File: src/src/net_stream_pkg.sv
////////////////////////////////////////////////////////////
// Widths and field positions of the TCP stack streams seen
// by the scatter monitor. Import this package wherever a
// stream port or a status field is decoded.
////////////////////////////////////////////////////////////

package net_stream_pkg;

  // stack data path
  localparam int data_width = 64;
  localparam int keep_width = data_width / 8;  // one keep bit per byte lane

  // open status reply
  // low 16 bits carry the session id
  localparam int open_status_width = 24;
  localparam int open_success_bit  = 16;  // set when the connection came up

  // tx status reply
  localparam int tx_status_width = 64;

  // two-bit error code at the top of the word
  // all zero means the write was taken by the stack
  localparam int tx_status_err_hi = 63;
  localparam int tx_status_err_lo = 62;

endpackage

// src/my_cfg_pkg.sv
////////////////////////////////////////////////////////////
// Counter and configuration widths of the scatter benchmark.
// The monitor outputs and the run setup ports are sized here.
////////////////////////////////////////////////////////////

package my_cfg_pkg;

  // statistics counters
  localparam int byte_cnt_width  = 48;  // bytes per run, wide enough for long runs
  localparam int evt_cnt_width   = 32;  // packets, stalls, commands, status
  localparam int cycle_cnt_width = 64;  // execution cycles
  localparam int conn_cnt_width  = 8;   // connection handshakes

  // run configuration
  localparam int use_conn_width = 16;  // target number of open sessions
  localparam int pkg_num_width  = 32;  // tx packets that end a run

endpackage

File: src/src/stream_tap_if.sv
////////////////////////////////////////////////////////////
// Observed handshake and framing signals of one stack data
// stream. The top fills the source side, a byte counter
// reads the monitor side.
////////////////////////////////////////////////////////////

`timescale 1ns/10ps

interface stream_tap_if;
  import net_stream_pkg::*;

  logic                  valid;
  logic                  ready;
  logic [keep_width-1:0] keep;  // byte lane enables
  logic                  last;  // end of packet

  // counters only look
  modport monitor (input valid, input ready, input keep, input last);

  modport source (output valid, output ready, output keep, output last);

endinterface

File: src/src/run_control.sv
////////////////////////////////////////////////////////////
// Run controller of the scatter monitor. A rising ap_start
// opens a run and sends a one-cycle clear to all counters.
// The run closes with a one-cycle ap_done once the tx packet
// count reaches client_pkg_num.
////////////////////////////////////////////////////////////

`timescale 1ns/10ps

module run_control (
  input  logic                                ap_clk,
  input  logic                                ap_rst_n,
  input  logic                                ap_start,
  input  logic [my_cfg_pkg::pkg_num_width-1:0]   client_pkg_num,
  input  logic [my_cfg_pkg::evt_cnt_width-1:0]   tx_pkt_count,
  output logic                                clear,
  output logic                                running,
  output logic                                ap_done,
  output logic                                ap_idle,
  output logic [my_cfg_pkg::cycle_cnt_width-1:0] execution_cycles
);
  import my_cfg_pkg::*;

  logic start_q;   // ap_start one edge back
  logic done_hit;  // packet target met in this cycle

  // start edge, combinational so counters clear on the same edge
  assign clear = ap_start & ~start_q;

  // a fresh start wins over a target left from the last run
  assign done_hit = running & ~clear & (client_pkg_num != '0) &
                    (pkg_num_width'(tx_pkt_count) == client_pkg_num);

  always_ff @(posedge ap_clk) begin
    if (!ap_rst_n) begin
      start_q <= 1'b0;
      running <= 1'b0;
      ap_idle <= 1'b1;
      ap_done <= 1'b0;
    end else begin
      start_q <= ap_start;
      ap_done <= done_hit;  // single pulse, running drops with it
      if (clear) begin
        running <= 1'b1;
        ap_idle <= 1'b0;
      end else if (done_hit) begin
        running <= 1'b0;
        ap_idle <= 1'b1;  // idle comes back together with done
      end
    end
  end

  // execution time of the run
  always_ff @(posedge ap_clk) begin
    if (!ap_rst_n) begin
      execution_cycles <= '0;
    end else if (clear) begin
      execution_cycles <= '0;
    end else if (running) begin
      execution_cycles <= execution_cycles + 1'b1;
    end
  end

endmodule

File: src/src/stream_byte_counter.sv
////////////////////////////////////////////////////////////
// Byte, packet and stall statistics of one stack data stream.
// Used once for rx and once for tx. Counts in any run state
// and restarts from zero on clear.
////////////////////////////////////////////////////////////

`timescale 1ns/10ps

module stream_byte_counter (
  input  logic                                    ap_clk,
  input  logic                                    ap_rst_n,
  input  logic                                    clear,
  stream_tap_if.monitor                           tap,
  output logic [my_cfg_pkg::byte_cnt_width-1:0] byte_count,
  output logic [my_cfg_pkg::evt_cnt_width-1:0]  pkt_count,
  output logic [my_cfg_pkg::evt_cnt_width-1:0]  stall_cycles
);
  import net_stream_pkg::*;
  import my_cfg_pkg::*;

  logic                      beat;        // accepted beat
  logic [keep_width-1:0]     keep_inc;
  logic                      contiguous;  // keep is a run of ones from lane 0
  logic [byte_cnt_width-1:0] beat_bytes;

  // number of set keep bits
  function automatic logic [byte_cnt_width-1:0] keep_bytes(input logic [keep_width-1:0] k);
    logic [byte_cnt_width-1:0] n;
    n = '0;
    for (int i = 0; i < keep_width; i++) begin
      n = n + byte_cnt_width'(k[i]);
    end
    return n;
  endfunction

  assign beat = tap.valid & tap.ready;

  // 2^n-1 pattern, a full keep wraps to zero here
  assign keep_inc   = tap.keep + 1'b1;
  assign contiguous = (tap.keep & keep_inc) == '0;
  assign beat_bytes = contiguous ? keep_bytes(tap.keep) : '0;  // holes add nothing

  always_ff @(posedge ap_clk) begin
    if (!ap_rst_n) begin
      byte_count   <= '0;
      pkt_count    <= '0;
      stall_cycles <= '0;
    end else if (clear) begin
      byte_count   <= '0;  // beat on the clear edge is dropped
      pkt_count    <= '0;
      stall_cycles <= '0;
    end else begin
      if (beat) begin
        byte_count <= byte_count + beat_bytes;
      end
      if (beat && tap.last) begin
        pkt_count <= pkt_count + 1'b1;
      end
      if (tap.valid && !tap.ready) begin
        stall_cycles <= stall_cycles + 1'b1;  // stack back-pressure
      end
    end
  end

endmodule

File: src/src/tx_session_counter.sv
////////////////////////////////////////////////////////////
// Tx command and tx status statistics. Each accepted status
// is sorted into good or bad by its error code.
////////////////////////////////////////////////////////////

`timescale 1ns/10ps

module tx_session_counter (
  input  logic                                     ap_clk,
  input  logic                                     ap_rst_n,
  input  logic                                     clear,
  input  logic                                     tx_meta_valid,
  input  logic                                     tx_meta_ready,
  input  logic                                     tx_status_valid,
  input  logic                                     tx_status_ready,
  input  logic [net_stream_pkg::tx_status_width-1:0] tx_status_data,
  output logic [my_cfg_pkg::evt_cnt_width-1:0]    cmd_count,
  output logic [my_cfg_pkg::evt_cnt_width-1:0]    sts_good,
  output logic [my_cfg_pkg::evt_cnt_width-1:0]    sts_bad
);
  import net_stream_pkg::*;

  logic sts_beat;
  logic sts_ok;  // error code all zero

  assign sts_beat = tx_status_valid & tx_status_ready;
  assign sts_ok   = tx_status_data[tx_status_err_hi:tx_status_err_lo] == '0;

  always_ff @(posedge ap_clk) begin
    if (!ap_rst_n) begin
      cmd_count <= '0;
      sts_good  <= '0;
      sts_bad   <= '0;
    end else if (clear) begin
      cmd_count <= '0;
      sts_good  <= '0;
      sts_bad   <= '0;
    end else begin
      if (tx_meta_valid && tx_meta_ready) begin
        cmd_count <= cmd_count + 1'b1;  // one per write request
      end
      if (sts_beat && sts_ok) begin
        sts_good <= sts_good + 1'b1;
      end
      if (sts_beat && !sts_ok) begin
        sts_bad <= sts_bad + 1'b1;  // stack refused the write
      end
    end
  end

endmodule

File: src/src/connection_counter.sv
////////////////////////////////////////////////////////////
// Connection setup statistics. Counts open requests, open
// replies and successful opens, and measures how long a run
// waits until use_conn sessions are up.
////////////////////////////////////////////////////////////

`timescale 1ns/10ps

module connection_counter (
  input  logic                                       ap_clk,
  input  logic                                       ap_rst_n,
  input  logic                                       clear,
  input  logic                                       running,
  input  logic [my_cfg_pkg::use_conn_width-1:0]    use_conn,
  input  logic                                       open_req_valid,
  input  logic                                       open_req_ready,
  input  logic                                       open_status_valid,
  input  logic                                       open_status_ready,
  input  logic [net_stream_pkg::open_status_width-1:0] open_status_data,
  output logic [my_cfg_pkg::conn_cnt_width-1:0]    req_count,
  output logic [my_cfg_pkg::conn_cnt_width-1:0]    status_count,
  output logic [my_cfg_pkg::conn_cnt_width-1:0]    success_count,
  output logic [my_cfg_pkg::evt_cnt_width-1:0]     open_cycles
);
  import net_stream_pkg::*;
  import my_cfg_pkg::*;

  logic sts_beat;
  logic opening;  // sessions still missing

  assign sts_beat = open_status_valid & open_status_ready;
  assign opening  = use_conn_width'(success_count) != use_conn;

  always_ff @(posedge ap_clk) begin
    if (!ap_rst_n) begin
      req_count     <= '0;
      status_count  <= '0;
      success_count <= '0;
      open_cycles   <= '0;
    end else if (clear) begin
      req_count     <= '0;
      status_count  <= '0;
      success_count <= '0;
      open_cycles   <= '0;
    end else begin
      if (open_req_valid && open_req_ready) begin
        req_count <= req_count + 1'b1;
      end
      if (sts_beat) begin
        status_count <= status_count + 1'b1;  // any reply
      end
      if (sts_beat && open_status_data[open_success_bit]) begin
        success_count <= success_count + 1'b1;
      end
      if (running && opening) begin
        open_cycles <= open_cycles + 1'b1;  // open phase of the run
      end
    end
  end

endmodule

File: src/src/scatter_monitor_top.sv
////////////////////////////////////////////////////////////
// Top of the scatter benchmark monitor. Sits beside the TCP
// stack, observes its streams through plain ports and reports
// run control and statistics. Never drives a ready.
////////////////////////////////////////////////////////////

`timescale 1ns/10ps

module scatter_monitor_top (
  input  logic                                         ap_clk,
  input  logic                                         ap_rst_n,
  input  logic                                         ap_start,
  input  logic [my_cfg_pkg::pkg_num_width-1:0]        client_pkg_num,
  input  logic [my_cfg_pkg::use_conn_width-1:0]       use_conn,
  input  logic                                         open_req_valid,
  input  logic                                         open_req_ready,
  input  logic                                         open_status_valid,
  input  logic                                         open_status_ready,
  input  logic [net_stream_pkg::open_status_width-1:0] open_status_data,
  input  logic                                         rx_data_valid,
  input  logic                                         rx_data_ready,
  input  logic                                         rx_data_last,
  input  logic [net_stream_pkg::keep_width-1:0]        rx_data_keep,
  input  logic                                         tx_data_valid,
  input  logic                                         tx_data_ready,
  input  logic                                         tx_data_last,
  input  logic [net_stream_pkg::keep_width-1:0]        tx_data_keep,
  input  logic                                         tx_meta_valid,
  input  logic                                         tx_meta_ready,
  input  logic                                         tx_status_valid,
  input  logic                                         tx_status_ready,
  input  logic [net_stream_pkg::tx_status_width-1:0]   tx_status_data,
  output logic                                         ap_done,
  output logic                                         ap_idle,
  output logic [my_cfg_pkg::cycle_cnt_width-1:0]      execution_cycles,
  output logic [my_cfg_pkg::byte_cnt_width-1:0]       rx_bytes,
  output logic [my_cfg_pkg::byte_cnt_width-1:0]       tx_bytes,
  output logic [my_cfg_pkg::evt_cnt_width-1:0]        rx_pkt_count,
  output logic [my_cfg_pkg::evt_cnt_width-1:0]        tx_pkt_count,
  output logic [my_cfg_pkg::evt_cnt_width-1:0]        rx_stall_cycles,
  output logic [my_cfg_pkg::evt_cnt_width-1:0]        tx_stall_cycles,
  output logic [my_cfg_pkg::evt_cnt_width-1:0]        tx_cmd_count,
  output logic [my_cfg_pkg::evt_cnt_width-1:0]        tx_sts_good,
  output logic [my_cfg_pkg::evt_cnt_width-1:0]        tx_sts_bad,
  output logic [my_cfg_pkg::evt_cnt_width-1:0]        open_cycles,
  output logic [my_cfg_pkg::conn_cnt_width-1:0]       open_req_count,
  output logic [my_cfg_pkg::conn_cnt_width-1:0]       open_status_count,
  output logic [my_cfg_pkg::conn_cnt_width-1:0]       open_success_count
);
  import my_cfg_pkg::*;

  logic                     clear;    // start edge pulse
  logic                     running;
  logic [evt_cnt_width-1:0] tx_pkts;  // fed back for the done check

  stream_tap_if rx_tap ();
  stream_tap_if tx_tap ();

  // data streams into the taps
  assign rx_tap.valid = rx_data_valid;
  assign rx_tap.ready = rx_data_ready;
  assign rx_tap.keep  = rx_data_keep;
  assign rx_tap.last  = rx_data_last;
  assign tx_tap.valid = tx_data_valid;
  assign tx_tap.ready = tx_data_ready;
  assign tx_tap.keep  = tx_data_keep;
  assign tx_tap.last  = tx_data_last;

  assign tx_pkt_count = tx_pkts;

  run_control i_run_control (
    .ap_clk           (ap_clk),
    .ap_rst_n         (ap_rst_n),
    .ap_start         (ap_start),
    .client_pkg_num   (client_pkg_num),
    .tx_pkt_count     (tx_pkts),
    .clear            (clear),
    .running          (running),
    .ap_done          (ap_done),
    .ap_idle          (ap_idle),
    .execution_cycles (execution_cycles)
  );

  stream_byte_counter i_rx_bytes (
    .ap_clk       (ap_clk),
    .ap_rst_n     (ap_rst_n),
    .clear        (clear),
    .tap          (rx_tap.monitor),
    .byte_count   (rx_bytes),
    .pkt_count    (rx_pkt_count),
    .stall_cycles (rx_stall_cycles)
  );

  stream_byte_counter i_tx_bytes (
    .ap_clk       (ap_clk),
    .ap_rst_n     (ap_rst_n),
    .clear        (clear),
    .tap          (tx_tap.monitor),
    .byte_count   (tx_bytes),
    .pkt_count    (tx_pkts),
    .stall_cycles (tx_stall_cycles)
  );

  tx_session_counter i_tx_session_counter (
    .ap_clk          (ap_clk),
    .ap_rst_n        (ap_rst_n),
    .clear           (clear),
    .tx_meta_valid   (tx_meta_valid),
    .tx_meta_ready   (tx_meta_ready),
    .tx_status_valid (tx_status_valid),
    .tx_status_ready (tx_status_ready),
    .tx_status_data  (tx_status_data),
    .cmd_count       (tx_cmd_count),
    .sts_good        (tx_sts_good),
    .sts_bad         (tx_sts_bad)
  );

  connection_counter i_connection_counter (
    .ap_clk            (ap_clk),
    .ap_rst_n          (ap_rst_n),
    .clear             (clear),
    .running           (running),
    .use_conn          (use_conn),
    .open_req_valid    (open_req_valid),
    .open_req_ready    (open_req_ready),
    .open_status_valid (open_status_valid),
    .open_status_ready (open_status_ready),
    .open_status_data  (open_status_data),
    .req_count         (open_req_count),
    .status_count      (open_status_count),
    .success_count     (open_success_count),
    .open_cycles       (open_cycles)
  );

endmodule

File: config.mk
export PLATFORM = sky130hd
export DESIGN_NAME = scatter_monitor_top
export DESIGN_NICKNAME = d
export VERILOG_FILES = /design/src/src/net_stream_pkg.sv /design/src/src/my_cfg_pkg.sv /design/src/src/stream_tap_if.sv /design/src/src/run_control.sv /design/src/src/stream_byte_counter.sv /design/src/src/tx_session_counter.sv /design/src/src/connection_counter.sv /design/src/src/scatter_monitor_top.sv
export SDC_FILE = /design/constraint.sdc
export NUM_CORES = 1
export LEC_CHECK = 0
export BUFFER_PORTS_ARGS = -buffer_cell sky130_fd_sc_hd__buf_2
export CORE_AREA = 2 2 236 238
export DETAILED_ROUTE_END_ITERATION = 7
export DIE_AREA = 0 0 238 240
export GPL_TIMING_DRIVEN = 0
export PLACE_DENSITY_LB_ADDON = 0.05
export SYNTH_ARGS = -nofsm -noshare
export SYNTH_HDL_FRONTEND = slang
export SYNTH_HIERARCHICAL = 1
export SYNTH_SLANG_ARGS = --single-unit
File: constraint.sdc
create_clock -name ap_clk -period 9.13 [get_ports ap_clk]
set_input_delay 1.826 -clock ap_clk [delete_from_list [all_inputs] [get_ports ap_clk]]
set_output_delay 1.826 -clock ap_clk [all_outputs]
set_load 0.02 [all_outputs]
==> metrics.md, run 1 <==
| Metric | Value |
|---|---|
| Number of global-route vias before repair | 19600 |
| Worst relative slew slack | 13.4% |
| Number of antenna violations at the first check in global routing | 5 |
| Worst IR drop on VDD | 132 µV |
| Slowest stage delay, CP | 610 ps |
| Endpoint type of the worst setup path | flop |
| Commonest non-fill, non-tap cells in the layout | 535 x sky130_fd_sc_hd__buf_2, 444 x sky130_fd_sc_hd__dfxtp_1, 344 x sky130_fd_sc_hd__nor2_1 |
| Core area | 54700 µm² |
| Unrepaired setup endpoints after global routing | false |
| TritonCTS Buffers | 52 |
| Setup violators final | 0 |
| Critical path data required time | 9600 ps |
| IO Count | 611 |
| Clock tree root driver cell | sky130_fd_sc_hd__clkbuf_16 |
| Power density over the cells | 160 nW/µm² |
| Total DRC errors in the routed layout | 0 |
| Sequential-to-total area share from yosys stat | 41.0% |
| Antenna viol nets, final | 0 |
| Setup Crit Path Kind | input pin to flop |
| Largest delay contributor family on the critical path | adder cells |
| Sinks on Clock Net | 444 |
| Post-synth top area share | 41.0% |
| Net switching fraction of the power | 22.7% |
| Launch point of the worst hold path | i_run_control/ap_idle |
| Post-synthesis to final-layout area growth | 24.5% |
| Measured slew at the worst slew-check pin | 1290 ps |
| Depth of the worst register-to-register path | 7 |
| Clock Path Buffers | 3 |
| Overflow after GRT | 0 |
| LEAKAGE | 10.8 nW |
| Final hold violation count | 0 |
| Placer congestion estimate | 0.926 |
| Max Freq | 0.170 GHz |
| DR WL/cell | 18.4 µm |
| Internal power | 3.33 mW |
| Most used flip-flop cell after synthesis | sky130_fd_sc_hd__dfxtp_1 |
| Sequential group share of total power | 45.1% |
| Worst Skew | 19.2 ps |
| Post-synthesis average cell area | 8.47 µm² |
| Post-CTS Repair Setup Buffers | 0 |
| DRT Wirelength | 71700 µm |
| MaxCap Viol Count | 0 |
| Row cnt | 86 |
| Number of warnings issued by yosys | 6 |
| Global-route usage over all layers | 24.1% |
| Cell taking the most area after synthesis | sky130_fd_sc_hd__dfxtp_1 |
| Die area | 57100 µm² |
| WP data arrival | 6360 ps |
| Internal reg-to-reg setup slack | 6100 ps |
| Floorplan die width | 238 µm |
| Number of instances in the synthesized netlist | 2559 |
| Iter 0 DRT Violations | 1122 |
| Via count | 21000 |
| Launch point of the worst reg-to-reg path | i_run_control/start_q |
| Worst hold margin | 468 ps |
| Largest cells by area after synthesis | sky130_fd_sc_hd__dfxtp_1 41%, sky130_fd_sc_hd__xor2_1 8.0%, sky130_fd_sc_hd__nor2_1 6.0% |
| Die outline height | 240 µm |
| Post-layout min period | 5900 ps |
| Total net switching power | 981 µW |
| Slowest stage cell on the critical path | sky130_fd_sc_hd__a211oi_1 |
| Post-layout net count | 3347 |
| Pin count of the biggest net entering global routing | 14 |
| Relative contribution of combinational cells to total power | 4.2% |
| Share of post-route cells with drive strength above 1 | 21.2% |
| Synth Net Count | 2768 |
| Global-route wire length before repair | 110000 µm |
| Class of the tightest hold or removal check | flop to flop |
| Number of flops mapped to enable cells by yosys | 0 |
| Power share of the clock group | 50.7% |
| Resized cells post-CTS | 0 |
| Setup TNS | 0 ps |
| Crit-path cells | buf_2 -> inv_1 -> fa_1 -> fa_1 -> fa_1 -> inv_1 -> ha_1 -> fa_1 -> inv_1 -> nor2_1 -> ha_1 -> a21o_1 -> a211oi_1 -> clkbuf_1 -> nor4_1 -> xnor2_1 -> nor2_1 |
| Number of flip-flops and latches in the synthesized netlist | 444 |
| Sum of buffers and inverters on the critical path | 5 |
| Worst Hold Depth | 2 |
| Run status | finished clean |
| Most frequent standard cell in the layout excluding fill and tap cells | sky130_fd_sc_hd__buf_2 |
| Post-synth cell types | 70 |
| Async S/R FF share, synth | 0% |
| TritonCTS clock tree | built |
| Worst-case hold path end point | i_run_control/ap_idle |
| Starting density of the core | 39.6% |
| Post-DP HPWL | 54600 µm |
| First-pass iteration count of the detailed router | 5 |
| Worst-path fanout max | 10 |
| Total of buffers placed on input and output ports | 525 |
| Critical Path Start Type | input pin |
| Hold-fix buffer count after cts | 0 |
| Maximum level of the CTS H-tree | 2 |
| Ratio of final minimum period to clock period | 64.6% |
| Clock slew at reported path FFs | 60 ps |
| Via density | 5.41 |
| Number of max-slew violations in the final report | 0 |
| Clock network latency to the later pin of the worst-skew pair | 590 ps |
| Crit Reg-Reg Endpoint | i_rx_bytes/pkt_count[25] |
| Post-synthesis instance area | 21700 µm² |
| Cell occurring most often along the worst timing path | sky130_fd_sc_hd__fa_1 |
metrics by stage:
stage	util, %	cell area (µm²)	setup WS [ps]	power (mW)	cells
3_5_place_dp	46.1	25200	2610	2.17	3788
2_1_floorplan	-	21700	3160	2.10	2559
3_3_place_gp	46.1	25200	2700	2.17	3788
6_report	49.4	27000	3230	4.31	3887
4_1_cts	49.3	27000	3240	4.37	3882
5_1_grt	49.4	27000	3000	4.47	3884
worst register-to-register path: stages, from the launching register on:
cell,delay (ps)
sky130_fd_sc_hd__dfxtp_1,290
sky130_fd_sc_hd__nand2b_1,230
sky130_fd_sc_hd__inv_1,460
sky130_fd_sc_hd__nand2b_1,300
sky130_fd_sc_hd__clkbuf_1,380
sky130_fd_sc_hd__clkbuf_1,590
sky130_fd_sc_hd__buf_1,520
sky130_fd_sc_hd__nor2_1,110
area by class of cell:
type                            count  area, µm²
Tap cell                          704        881
Sequential cell                   444       8890
Timing Repair Buffer              525       2630
Antenna cell                        5       12.5
Fill cell                        5439      27700
Clock inverter                     21        263
Buffer                            115        498
Clock buffer                       73       1530
Multi-Input combinational cell   1936      12000
Inverter                           64        240
Yosys cell counts, types with 3 or more instances:
library cell and instances:
sky130_fd_sc_hd__a211o_1 4, sky130_fd_sc_hd__a211oi_1 6, sky130_fd_sc_hd__a21o_1 3, sky130_fd_sc_hd__a21oi_1 138, sky130_fd_sc_hd__a31o_2 5, sky130_fd_sc_hd__a31oi_1 4, sky130_fd_sc_hd__a41o_1 4, sky130_fd_sc_hd__and2_1 20
sky130_fd_sc_hd__and3_1 56, sky130_fd_sc_hd__and4_1 48, sky130_fd_sc_hd__buf_1 14, sky130_fd_sc_hd__buf_2 10, sky130_fd_sc_hd__buf_4 4, sky130_fd_sc_hd__buf_6 5, sky130_fd_sc_hd__clkbuf_1 81, sky130_fd_sc_hd__dfxtp_1 444
sky130_fd_sc_hd__fa_1 10, sky130_fd_sc_hd__ha_1 30, sky130_fd_sc_hd__inv_1 64, sky130_fd_sc_hd__mux2i_1 10, sky130_fd_sc_hd__nand2_1 195, sky130_fd_sc_hd__nand2b_1 8, sky130_fd_sc_hd__nand3_1 155, sky130_fd_sc_hd__nand4_1 135
sky130_fd_sc_hd__nand4_2 8, sky130_fd_sc_hd__nor2_1 344, sky130_fd_sc_hd__nor2b_1 6, sky130_fd_sc_hd__nor3_1 51, sky130_fd_sc_hd__nor3b_1 6, sky130_fd_sc_hd__nor4_1 53, sky130_fd_sc_hd__nor4_4 4, sky130_fd_sc_hd__o211ai_1 12
sky130_fd_sc_hd__o21a_1 9, sky130_fd_sc_hd__o21ai_0 64, sky130_fd_sc_hd__o21ai_1 4, sky130_fd_sc_hd__o31ai_1 52, sky130_fd_sc_hd__or2_2 3, sky130_fd_sc_hd__or3_1 62, sky130_fd_sc_hd__or3_2 4, sky130_fd_sc_hd__or4_1 68
sky130_fd_sc_hd__xnor2_1 123, sky130_fd_sc_hd__xor2_1 197
routing by layer:
| layer | up-vias | global-route usage [%] | wire length [µm] |
|---|---|---|---|
| met4 | 0 | 7.27 | 1900 |
| met5 | - | 0 | 0 |
| met2 | 532 | 40.1 | 33500 |
| met3 | 98 | 5.36 | 4480 |
| li1 | 10300 | - | - |
| met1 | 10100 | 31.4 | 31800 |
flip-flops by register name, summed over array words and instances, names as in the netlist, 8 cells and up:
register and count:
i_rx_bytes/stall_cycles 32, i_tx_session_counter/sts_good 32, i_connection_counter/open_cycles 32, i_tx_bytes/byte_count 48, i_tx_bytes/pkt_count 32, i_connection_counter/status_count 8
i_tx_session_counter/cmd_count 32, i_run_control/execution_cycles 64, i_connection_counter/req_count 8, i_tx_session_counter/sts_bad 32, i_rx_bytes/byte_count 48, i_tx_bytes/stall_cycles 32
i_rx_bytes/pkt_count 32, i_connection_counter/success_count 8
worst max path at each step:
| stage | startpoint | to | cells after the start |
|---|---|---|---|
| floorplan | rx_data_keep[0] | i_rx_bytes/byte_count[40] | 16 |
| global placement | rx_data_keep[0] | i_rx_bytes/byte_count[37] | 17 |
| detailed placement | rx_data_keep[0] | i_rx_bytes/byte_count[17] | 17 |
| CTS | rx_data_keep[0] | i_rx_bytes/byte_count[37] | 17 |
| global route | rx_data_keep[0] | i_rx_bytes/byte_count[37] | 17 |
| finish | rx_data_keep[0] | i_rx_bytes/byte_count[37] | 17 |
power groups by stage:
stage	registers (mW)	logic (mW)	clock network [mW]
final	1.95	0.181	2.19
after detailed placement	1.99	0.183	0
after floorplan	1.99	0.102	0
after global routing	1.95	0.204	2.32
after global placement	1.99	0.180	0
after CTS	1.95	0.184	2.24
cell families (layout without fill, tap and decap cells):
group | Yosys count | in the layout | synth area share [%]
other | 0 | 5 | 0
and+or+nand+nor | 1252 | 1252 | 30.9
adders and majority gates | 40 | 40 | 2.66
muxes | 10 | 10 | 0.462
DFF | 444 | 444 | 41.0
xor gates and xnor gates | 320 | 320 | 12.9
AOI/OAI and AO/OA | 314 | 314 | 8.67
buffers and inverters | 179 | 798 | 3.41
No activity file was read; power rests on OpenSTA's default activity.
==> run 2, diff against run 1 <==
ABC_AREA = 1   (was unset)
CORE_AREA = 2 2 238 240   (was 2 2 236 238)
DIE_AREA = 0 0 240 242   (was 0 0 238 240)
clock period = 5.7 ns   (was 9.13 ns; I/O delays follow)
==> run 2 against run 1 <==
- via count increased by 37%
- sequential power increased by 61%
- flip-flop and latch count did not move
- first-iteration DRC count up 73%
- clock skew is 3.9 ps higher
- sequential share of layout area fell by 5.4 points
- worst hold slack got worse by 6.5 ps
- non-clock buffer count decreased by 54
- largest cell class unchanged
- largest power group unchanged
- cell count increased by 46%
- core utilization is 8.5 points higher
==> metrics.md, run 2 <==
| Metric | Value |
|---|---|
| Clock Path Buffers | 3 |
| Number of max-slew violations in the final report | 0 |
| Post-layout min period | 4650 ps |
| Final hold violation count | 0 |
| Endpoint of the worst setup timing path | i_tx_bytes/byte_count[16] |
| Class of the tightest hold or removal check | flop to flop |
| Worst relative slew slack | 39.6% |
| Clock network latency to the later pin of the worst-skew pair | 600 ps |
| Commonest cells in the netlist | 1154 x sky130_fd_sc_hd__nand2_1, 873 x sky130_fd_sc_hd__nor2_1, 531 x sky130_fd_sc_hd__inv_1, 444 x sky130_fd_sc_hd__dfxtp_1, 243 x sky130_fd_sc_hd__nand3_1 |
| Metal-1 WL | 38900 µm |
| Starting density of the core | 48.0% |
| TritonCTS clock tree | built |
| Critical path data required time | 6200 ps |
| Max Freq | 0.215 GHz |
| TritonCTS Buffers | 53 |
| Setup TNS | 0 ps |
| Depth of the worst register-to-register path | 5 |
| DR WL/cell | 15.8 µm |
| Register with the most flip-flops | i_run_control/execution_cycles |
| Total DRC errors in the routed layout | 0 |
| Post-layout net count | 5073 |
| Global-route wire length before repair | 140000 µm |
| Placer congestion estimate | 0.950 |
| Via count | 28700 |
| Via density | 5.06 |
| Post-synthesis average cell area | 6.25 µm² |
| Most frequent standard cell in the layout excluding fill and tap cells | sky130_fd_sc_hd__nand2_1 |
| Post-layout worst setup margin | 1050 ps |
| Post-synth cell types | 48 |
| Critical Path Start Type | input pin |
| Core area | 55700 µm² |
| Row cnt | 87 |
| Unrepaired setup endpoints after global routing | false |
| Largest cells by area after synthesis | sky130_fd_sc_hd__dfxtp_1 33%, sky130_fd_sc_hd__nand2_1 16%, sky130_fd_sc_hd__nor2_1 12% |
| First-pass iteration count of the detailed router | 5 |
| Hold-fix buffer count after cts | 0 |
| Run status | finished clean |
| Placed Instances | 5565 |
| Resized cells post-CTS | 0 |
| Measured slew at the worst slew-check pin | 906 ps |
| Floorplan die width | 240 µm |
| Flip-flop count of the largest register after layout | 64 |
| Worst Skew | 23.1 ps |
| Overflow after GRT | 0 |
| Power, Total | 7.19 mW |
| Met2 Wirelength | 39700 µm |
| Sequential-to-total area share from yosys stat | 33.2% |
| WP data arrival | 5160 ps |
| Setup violators final | 0 |
| Power density over the cells | 223 nW/µm² |
| Most frequent cell after synthesis | sky130_fd_sc_hd__nand2_1 |
| Launch point of the worst reg-to-reg path | i_run_control/start_q |
| Worst IR drop on VDD | 214 µV |
| Iter 0 DRT Violations | 1940 |
| Worst-path fanout max | 5 |
| Pin count of the biggest net entering global routing | 14 |
| Endpoint type of the worst setup path | flop |
| Setup Crit Path Kind | input pin to flop |
| Cell taking the most area after synthesis | sky130_fd_sc_hd__dfxtp_1 |
| Post-synth top area share | 33.2% |
| Total of buffers placed on input and output ports | 525 |
| Worst slack, placed | 402 ps |
| Die area | 58100 µm² |
| Antenna viol nets, final | 0 |
| Worst Hold Depth | 2 |
| IO Count | 611 |
| Clock slew at reported path FFs | 60 ps |
| Sinks on Clock Net | 444 |
| Post-CTS Repair Setup Buffers | 0 |
| Number of flops mapped to enable cells by yosys | 0 |
| Number of global-route vias before repair | 25800 |
| Most used flip-flop cell after synthesis | sky130_fd_sc_hd__dfxtp_1 |
| Worst hold margin | 462 ps |
| Share of post-route cells with drive strength above 1 | 17.5% |
| Final std cells w/o fill | 5674 |
| Number of instances in the synthesized netlist | 4284 |
| Placement-stage cell area | 30300 µm² |
| Summed area of non-filler cells in the final layout | 32300 µm² |
| Die outline height | 242 µm |
| Number of warnings issued by yosys | 6 |
| Commonest non-fill, non-tap cells in the layout | 1154 x sky130_fd_sc_hd__nand2_1, 873 x sky130_fd_sc_hd__nor2_1, 533 x sky130_fd_sc_hd__buf_2 |
| Post-synthesis to final-layout area growth | 20.6% |
| Crit path launch | tx_data_keep[0] |
| Clock tree root driver cell | sky130_fd_sc_hd__clkbuf_16 |
| Fillers | 5753 |
| Uppermost layer routed | met5 |
| Synth Net Count | 4493 |
| Ratio of final minimum period to clock period | 81.6% |
| Crit Reg-Reg Endpoint | i_tx_bytes/byte_count[5] |
| Core utilization of the finished layout | 57.9% |
| Registers with the most flip-flops | i_run_control/execution_cycles: 64 flops, i_rx_bytes/byte_count: 48 flops, i_tx_bytes/byte_count: 48 flops |
| Internal reg-to-reg setup slack | 3370 ps |
| LEAKAGE | 13.6 nW |
| DRT Wirelength | 89800 µm |
| Async S/R FF share, synth | 0% |
| Global-route usage over all layers | 30.1% |
| Post-synthesis instance area | 26800 µm² |
| Length of routed met3 wiring | 7670 µm |
| MaxCap Viol Count | 0 |
| Maximum level of the CTS H-tree | 2 |
| Number of flip-flops and latches in the synthesized netlist | 444 |
| Number of antenna violations at the first check in global routing | 12 |
| Post-DP HPWL | 70800 µm |
==> run 2: area by class of cell <==
class | instances | area, µm² | share of cell area, %
inverter | 548 | 2060 | 6.40
clock buffer | 76 | 1610 | 4.98
tap | 756 | 946 | 2.93
multi-input combinational | 3231 | 15400 | 47.9
clock inverter | 21 | 292 | 0.904
sequential | 444 | 8890 | 27.6
timing repair buffer | 525 | 2630 | 8.14
buffer | 61 | 365 | 1.13
antenna | 12 | 30.0 | 0.0931
==> run 2: worst min-delay path by stage <==
stage                                        end                              start
5_1_grt        i_tx_session_counter/cmd_count[6]  i_tx_session_counter/cmd_count[6]
2_1_floorplan              i_run_control/ap_idle              i_run_control/start_q
4_1_cts        i_tx_session_counter/cmd_count[6]  i_tx_session_counter/cmd_count[6]
3_5_place_dp   i_tx_session_counter/cmd_count[6]  i_tx_session_counter/cmd_count[6]
3_3_place_gp   i_connection_counter/req_count[7]  i_connection_counter/req_count[7]
6_report       i_tx_session_counter/cmd_count[6]  i_tx_session_counter/cmd_count[6]
==> run 2: cells by family after synthesis <==
family	Yosys count	share of synthesized area, %
compound gates	382	7.46
xor+xnor	81	2.65
fa+ha+maj	40	2.15
buf+inv	609	9.08
flops	444	33.2
simple gates	2728	45.4
==> run 2: worst max-delay path, stage by stage <==
cell and delay [ps]:
sky130_fd_sc_hd__buf_2 90, sky130_fd_sc_hd__inv_1 70, sky130_fd_sc_hd__fa_1 550, sky130_fd_sc_hd__fa_1 420, sky130_fd_sc_hd__fa_1 480, sky130_fd_sc_hd__inv_1 40
sky130_fd_sc_hd__ha_1 190, sky130_fd_sc_hd__fa_1 480, sky130_fd_sc_hd__inv_1 40, sky130_fd_sc_hd__nor2_1 180, sky130_fd_sc_hd__fa_1 280, sky130_fd_sc_hd__nand2_1 70
sky130_fd_sc_hd__nand2_1 110, sky130_fd_sc_hd__nand4_1 170, sky130_fd_sc_hd__nor2_1 420, sky130_fd_sc_hd__nand3_1 170, sky130_fd_sc_hd__nand2_1 80, sky130_fd_sc_hd__nor3b_1 160
==> run 2: metal layers <==
layer  GRT usage (%)  up-vias
met3            7.21      167
met5               0        -
li1                -    14700
met4            11.5        4
met2            47.9      843
met1            39.2    13000
==> run 2: power breakdown <==
part / internal (mW) / switching (mW) / total [mW] / leakage [nW]
Combinational: 0.132 / 0.271 / 0.403 / 9.08
Sequential: 3.11 / 0.0138 / 3.13 / 3.58
Clock: 2.26 / 1.40 / 3.66 / 0.947
Total: 5.51 / 1.68 / 7.19 / 13.6
==> run 3, diff against run 2 <==
CORE_AREA = 2 2 235 237   (was 2 2 238 240)
DIE_AREA = 0 0 237 239   (was 0 0 240 242)
clock period = 4.2 ns   (was 5.7 ns; I/O delays follow)
==> run 3 against run 2 <==
- combinational power is 47% higher
- final area is 1.2% higher
- highest routed layer unchanged
- core utilization is 2.2 points higher
- routed wire length is 0.65% lower
- flip-flop and latch count stayed put
- worst hold slack worse by 3.6 ps
- largest cell class unchanged
- worst setup slack worse by 970 ps
- cell count is 0.90% lower
- non-clock buffer count is 8 higher
- global-route usage is 0.39 points higher
- clock-buffer cell count is 5 lower
==> metrics.md, run 3 (synthesis gave the netlist of run 2 again) <==
| Metric | Value |
|---|---|
| TritonCTS clock tree | built |
| Overflow after GRT | 0 |
| LEAKAGE | 13.7 nW |
| Setup TNS | 0 ps |
| Worst-path fanout max | 5 |
| Setup violators final | 0 |
| Clock slew at reported path FFs | 60 ps |
| Worst IR drop on VDD | 299 µV |
| Commonest non-fill, non-tap cells in the layout | 1141 x sky130_fd_sc_hd__nand2_1, 849 x sky130_fd_sc_hd__nor2_1, 529 x sky130_fd_sc_hd__buf_2 |
| Hold-fix buffer count after cts | 0 |
| WP data arrival | 4580 ps |
| DRT Wirelength | 89200 µm |
| Global-route usage over all layers | 30.5% |
| Iter 0 DRT Violations | 2007 |
| MaxCap Viol Count | 0 |
| Critical path data required time | 4660 ps |
| Post-DP HPWL | 70100 µm |
| Endpoint type of the worst setup path | flop |
| Floorplan die width | 237 µm |
| Via count | 28800 |
| Register with the most flip-flops | i_run_control/execution_cycles |
| Share of post-route cells with drive strength above 1 | 19.0% |
| Max Freq | 0.242 GHz |
| Maximum level of the CTS H-tree | 2 |
| Unrepaired setup endpoints after global routing | true |
| Post-layout net count | 5081 |
| Row cnt | 86 |
| Most frequent standard cell in the layout excluding fill and tap cells | sky130_fd_sc_hd__nand2_1 |
| Measured slew at the worst slew-check pin | 1060 ps |
| Number of global-route vias before repair | 26000 |
| TritonCTS Buffers | 53 |
| Die outline height | 239 µm |
| Sinks on Clock Net | 444 |
| Metal-1 WL | 38400 µm |
| DR WL/cell | 15.9 µm |
| Core area | 54300 µm² |
| Post-synthesis to final-layout area growth | 22.0% |
| Clock tree root driver cell | sky130_fd_sc_hd__clkbuf_16 |
| Registers with the most flip-flops | i_run_control/execution_cycles: 64 flops, i_rx_bytes/byte_count: 48 flops, i_tx_bytes/byte_count: 48 flops |
| First-pass iteration count of the detailed router | 6 |
| Via density | 5.11 |
| Antenna viol nets, final | 0 |
| Total of buffers placed on input and output ports | 525 |
| Uppermost layer routed | met5 |
| Ratio of final minimum period to clock period | 98.2% |
| Number of max-slew violations in the final report | 0 |
| Critical Path Start Type | input pin |
| Clock Path Buffers | 3 |
| Number of antenna violations at the first check in global routing | 9 |
| Global-route wire length before repair | 138000 µm |
| Fillers | 5455 |
| Post-layout min period | 4130 ps |
| Worst Skew | 9.78 ps |
| Total DRC errors in the routed layout | 0 |
| Clock network latency to the later pin of the worst-skew pair | 590 ps |
| Met2 Wirelength | 39700 µm |
| Pin count of the biggest net entering global routing | 13 |
| Placement-stage cell area | 30500 µm² |
| Final hold violation count | 0 |
| IO Count | 611 |
| Starting density of the core | 49.2% |
| Worst relative slew slack | 29.2% |
| Power density over the cells | 305 nW/µm² |
| Flip-flop count of the largest register after layout | 64 |
| Run status | finished clean |
| Setup Crit Path Kind | input pin to flop |
| Summed area of non-filler cells in the final layout | 32600 µm² |
| Die area | 56600 µm² |
| Placer congestion estimate | 0.944 |
| Length of routed met3 wiring | 7870 µm |
| Class of the tightest hold or removal check | flop to flop |
## run 3: cell count changes in the layout (fill, tap and decap cells not counted), moves of 7 or more
cell,before,now
sky130_fd_sc_hd__nand3_1,243,232
sky130_fd_sc_hd__nor2_1,873,849
sky130_fd_sc_hd__inv_1,531,523
sky130_fd_sc_hd__nand3_2,36,43
sky130_fd_sc_hd__nand2_2,22,31
sky130_fd_sc_hd__o21ai_0,123,112
sky130_fd_sc_hd__buf_4,3,13
sky130_fd_sc_hd__nand2_1,1154,1141
sky130_fd_sc_hd__o21ai_1,8,18
sky130_fd_sc_hd__nor2_4,33,44
sky130_fd_sc_hd__nor2_2,71,84
## run 3: per-layer routing
layer / global-route usage (%) / vias to the layer above
li1: - / 14700
met1: 39.2 / 12900
met2: 49.1 / 921
met3: 8.00 / 182
met4: 11.1 / 8
met5: 0 / -
## run 3: what timing repair did
item | 4_1_cts | 5_1_grt
endpoints found under the setup margin | 2 | 64
pin swaps | 0 | 28
buffers inserted | 0 | 8
gates resized for setup | 2 | 43
## run 3: worst paths after layout
| kind | start | to | slack (ps) | cells past startpoint |
|---|---|---|---|---|
| hold reg to reg | i_connection_counter/req_count[7] | i_connection_counter/req_count[7] | 460 | 2 |
| setup reg to reg | i_run_control/start_q | i_tx_bytes/stall_cycles[10] | 1840 | 5 |
| hold / removal | i_connection_counter/req_count[7] | i_connection_counter/req_count[7] | 460 | 2 |
| setup / recovery | tx_data_keep[3] | i_tx_bytes/byte_count[16] | 70 | 18 |
## run 3: final cells by class
type                       instances  area, µm²  share of cell area (%)
clock inverter                    25        430                    1.32
tap                              704        881                    2.70
inverter                         548       2080                    6.37
multi-input combinational       3231      15800                    48.3
clock buffer                      71       1500                    4.61
buffer                            61        365                    1.12
antenna                            6       15.0                  0.0460
timing repair buffer             533       2710                    8.29
sequential                       444       8890                    27.2
## run 3: power by group
part | internal, mW | switching [mW]
logic | 0.201 | 0.390
registers | 4.23 | 0.0200
clock network | 3.23 | 1.89
## run 3: per-stage QoR
stage	total power [mW]	util, %	setup slack, ps	hold WS, ps	instances
after floorplan	4.70	-	-85.4	472	4284
after global placement	4.90	56.1	-602	446	5513
after detailed placement	4.91	56.1	-653	454	5513
after CTS	10.0	59.6	7.79	463	5609
after global routing	10.3	60.1	-49.7	493	5620
final	9.97	60.1	74.9	458	5623
## run 3: worst max-delay path, stage by stage
cell                      delay (ps)
sky130_fd_sc_hd__buf_4           120
sky130_fd_sc_hd__inv_8            30
sky130_fd_sc_hd__fa_1            520
sky130_fd_sc_hd__fa_1            440
sky130_fd_sc_hd__fa_1            540
sky130_fd_sc_hd__inv_2            50
sky130_fd_sc_hd__ha_4            160
sky130_fd_sc_hd__fa_2            530
sky130_fd_sc_hd__inv_2            40
sky130_fd_sc_hd__nor2_4          120
sky130_fd_sc_hd__fa_2            270
sky130_fd_sc_hd__nand2_2          60
sky130_fd_sc_hd__nand2_2         100
sky130_fd_sc_hd__nand4_1         200
sky130_fd_sc_hd__nor2_4          270
sky130_fd_sc_hd__nand3_2         120
sky130_fd_sc_hd__nor2_2          120
sky130_fd_sc_hd__nor3b_2          50
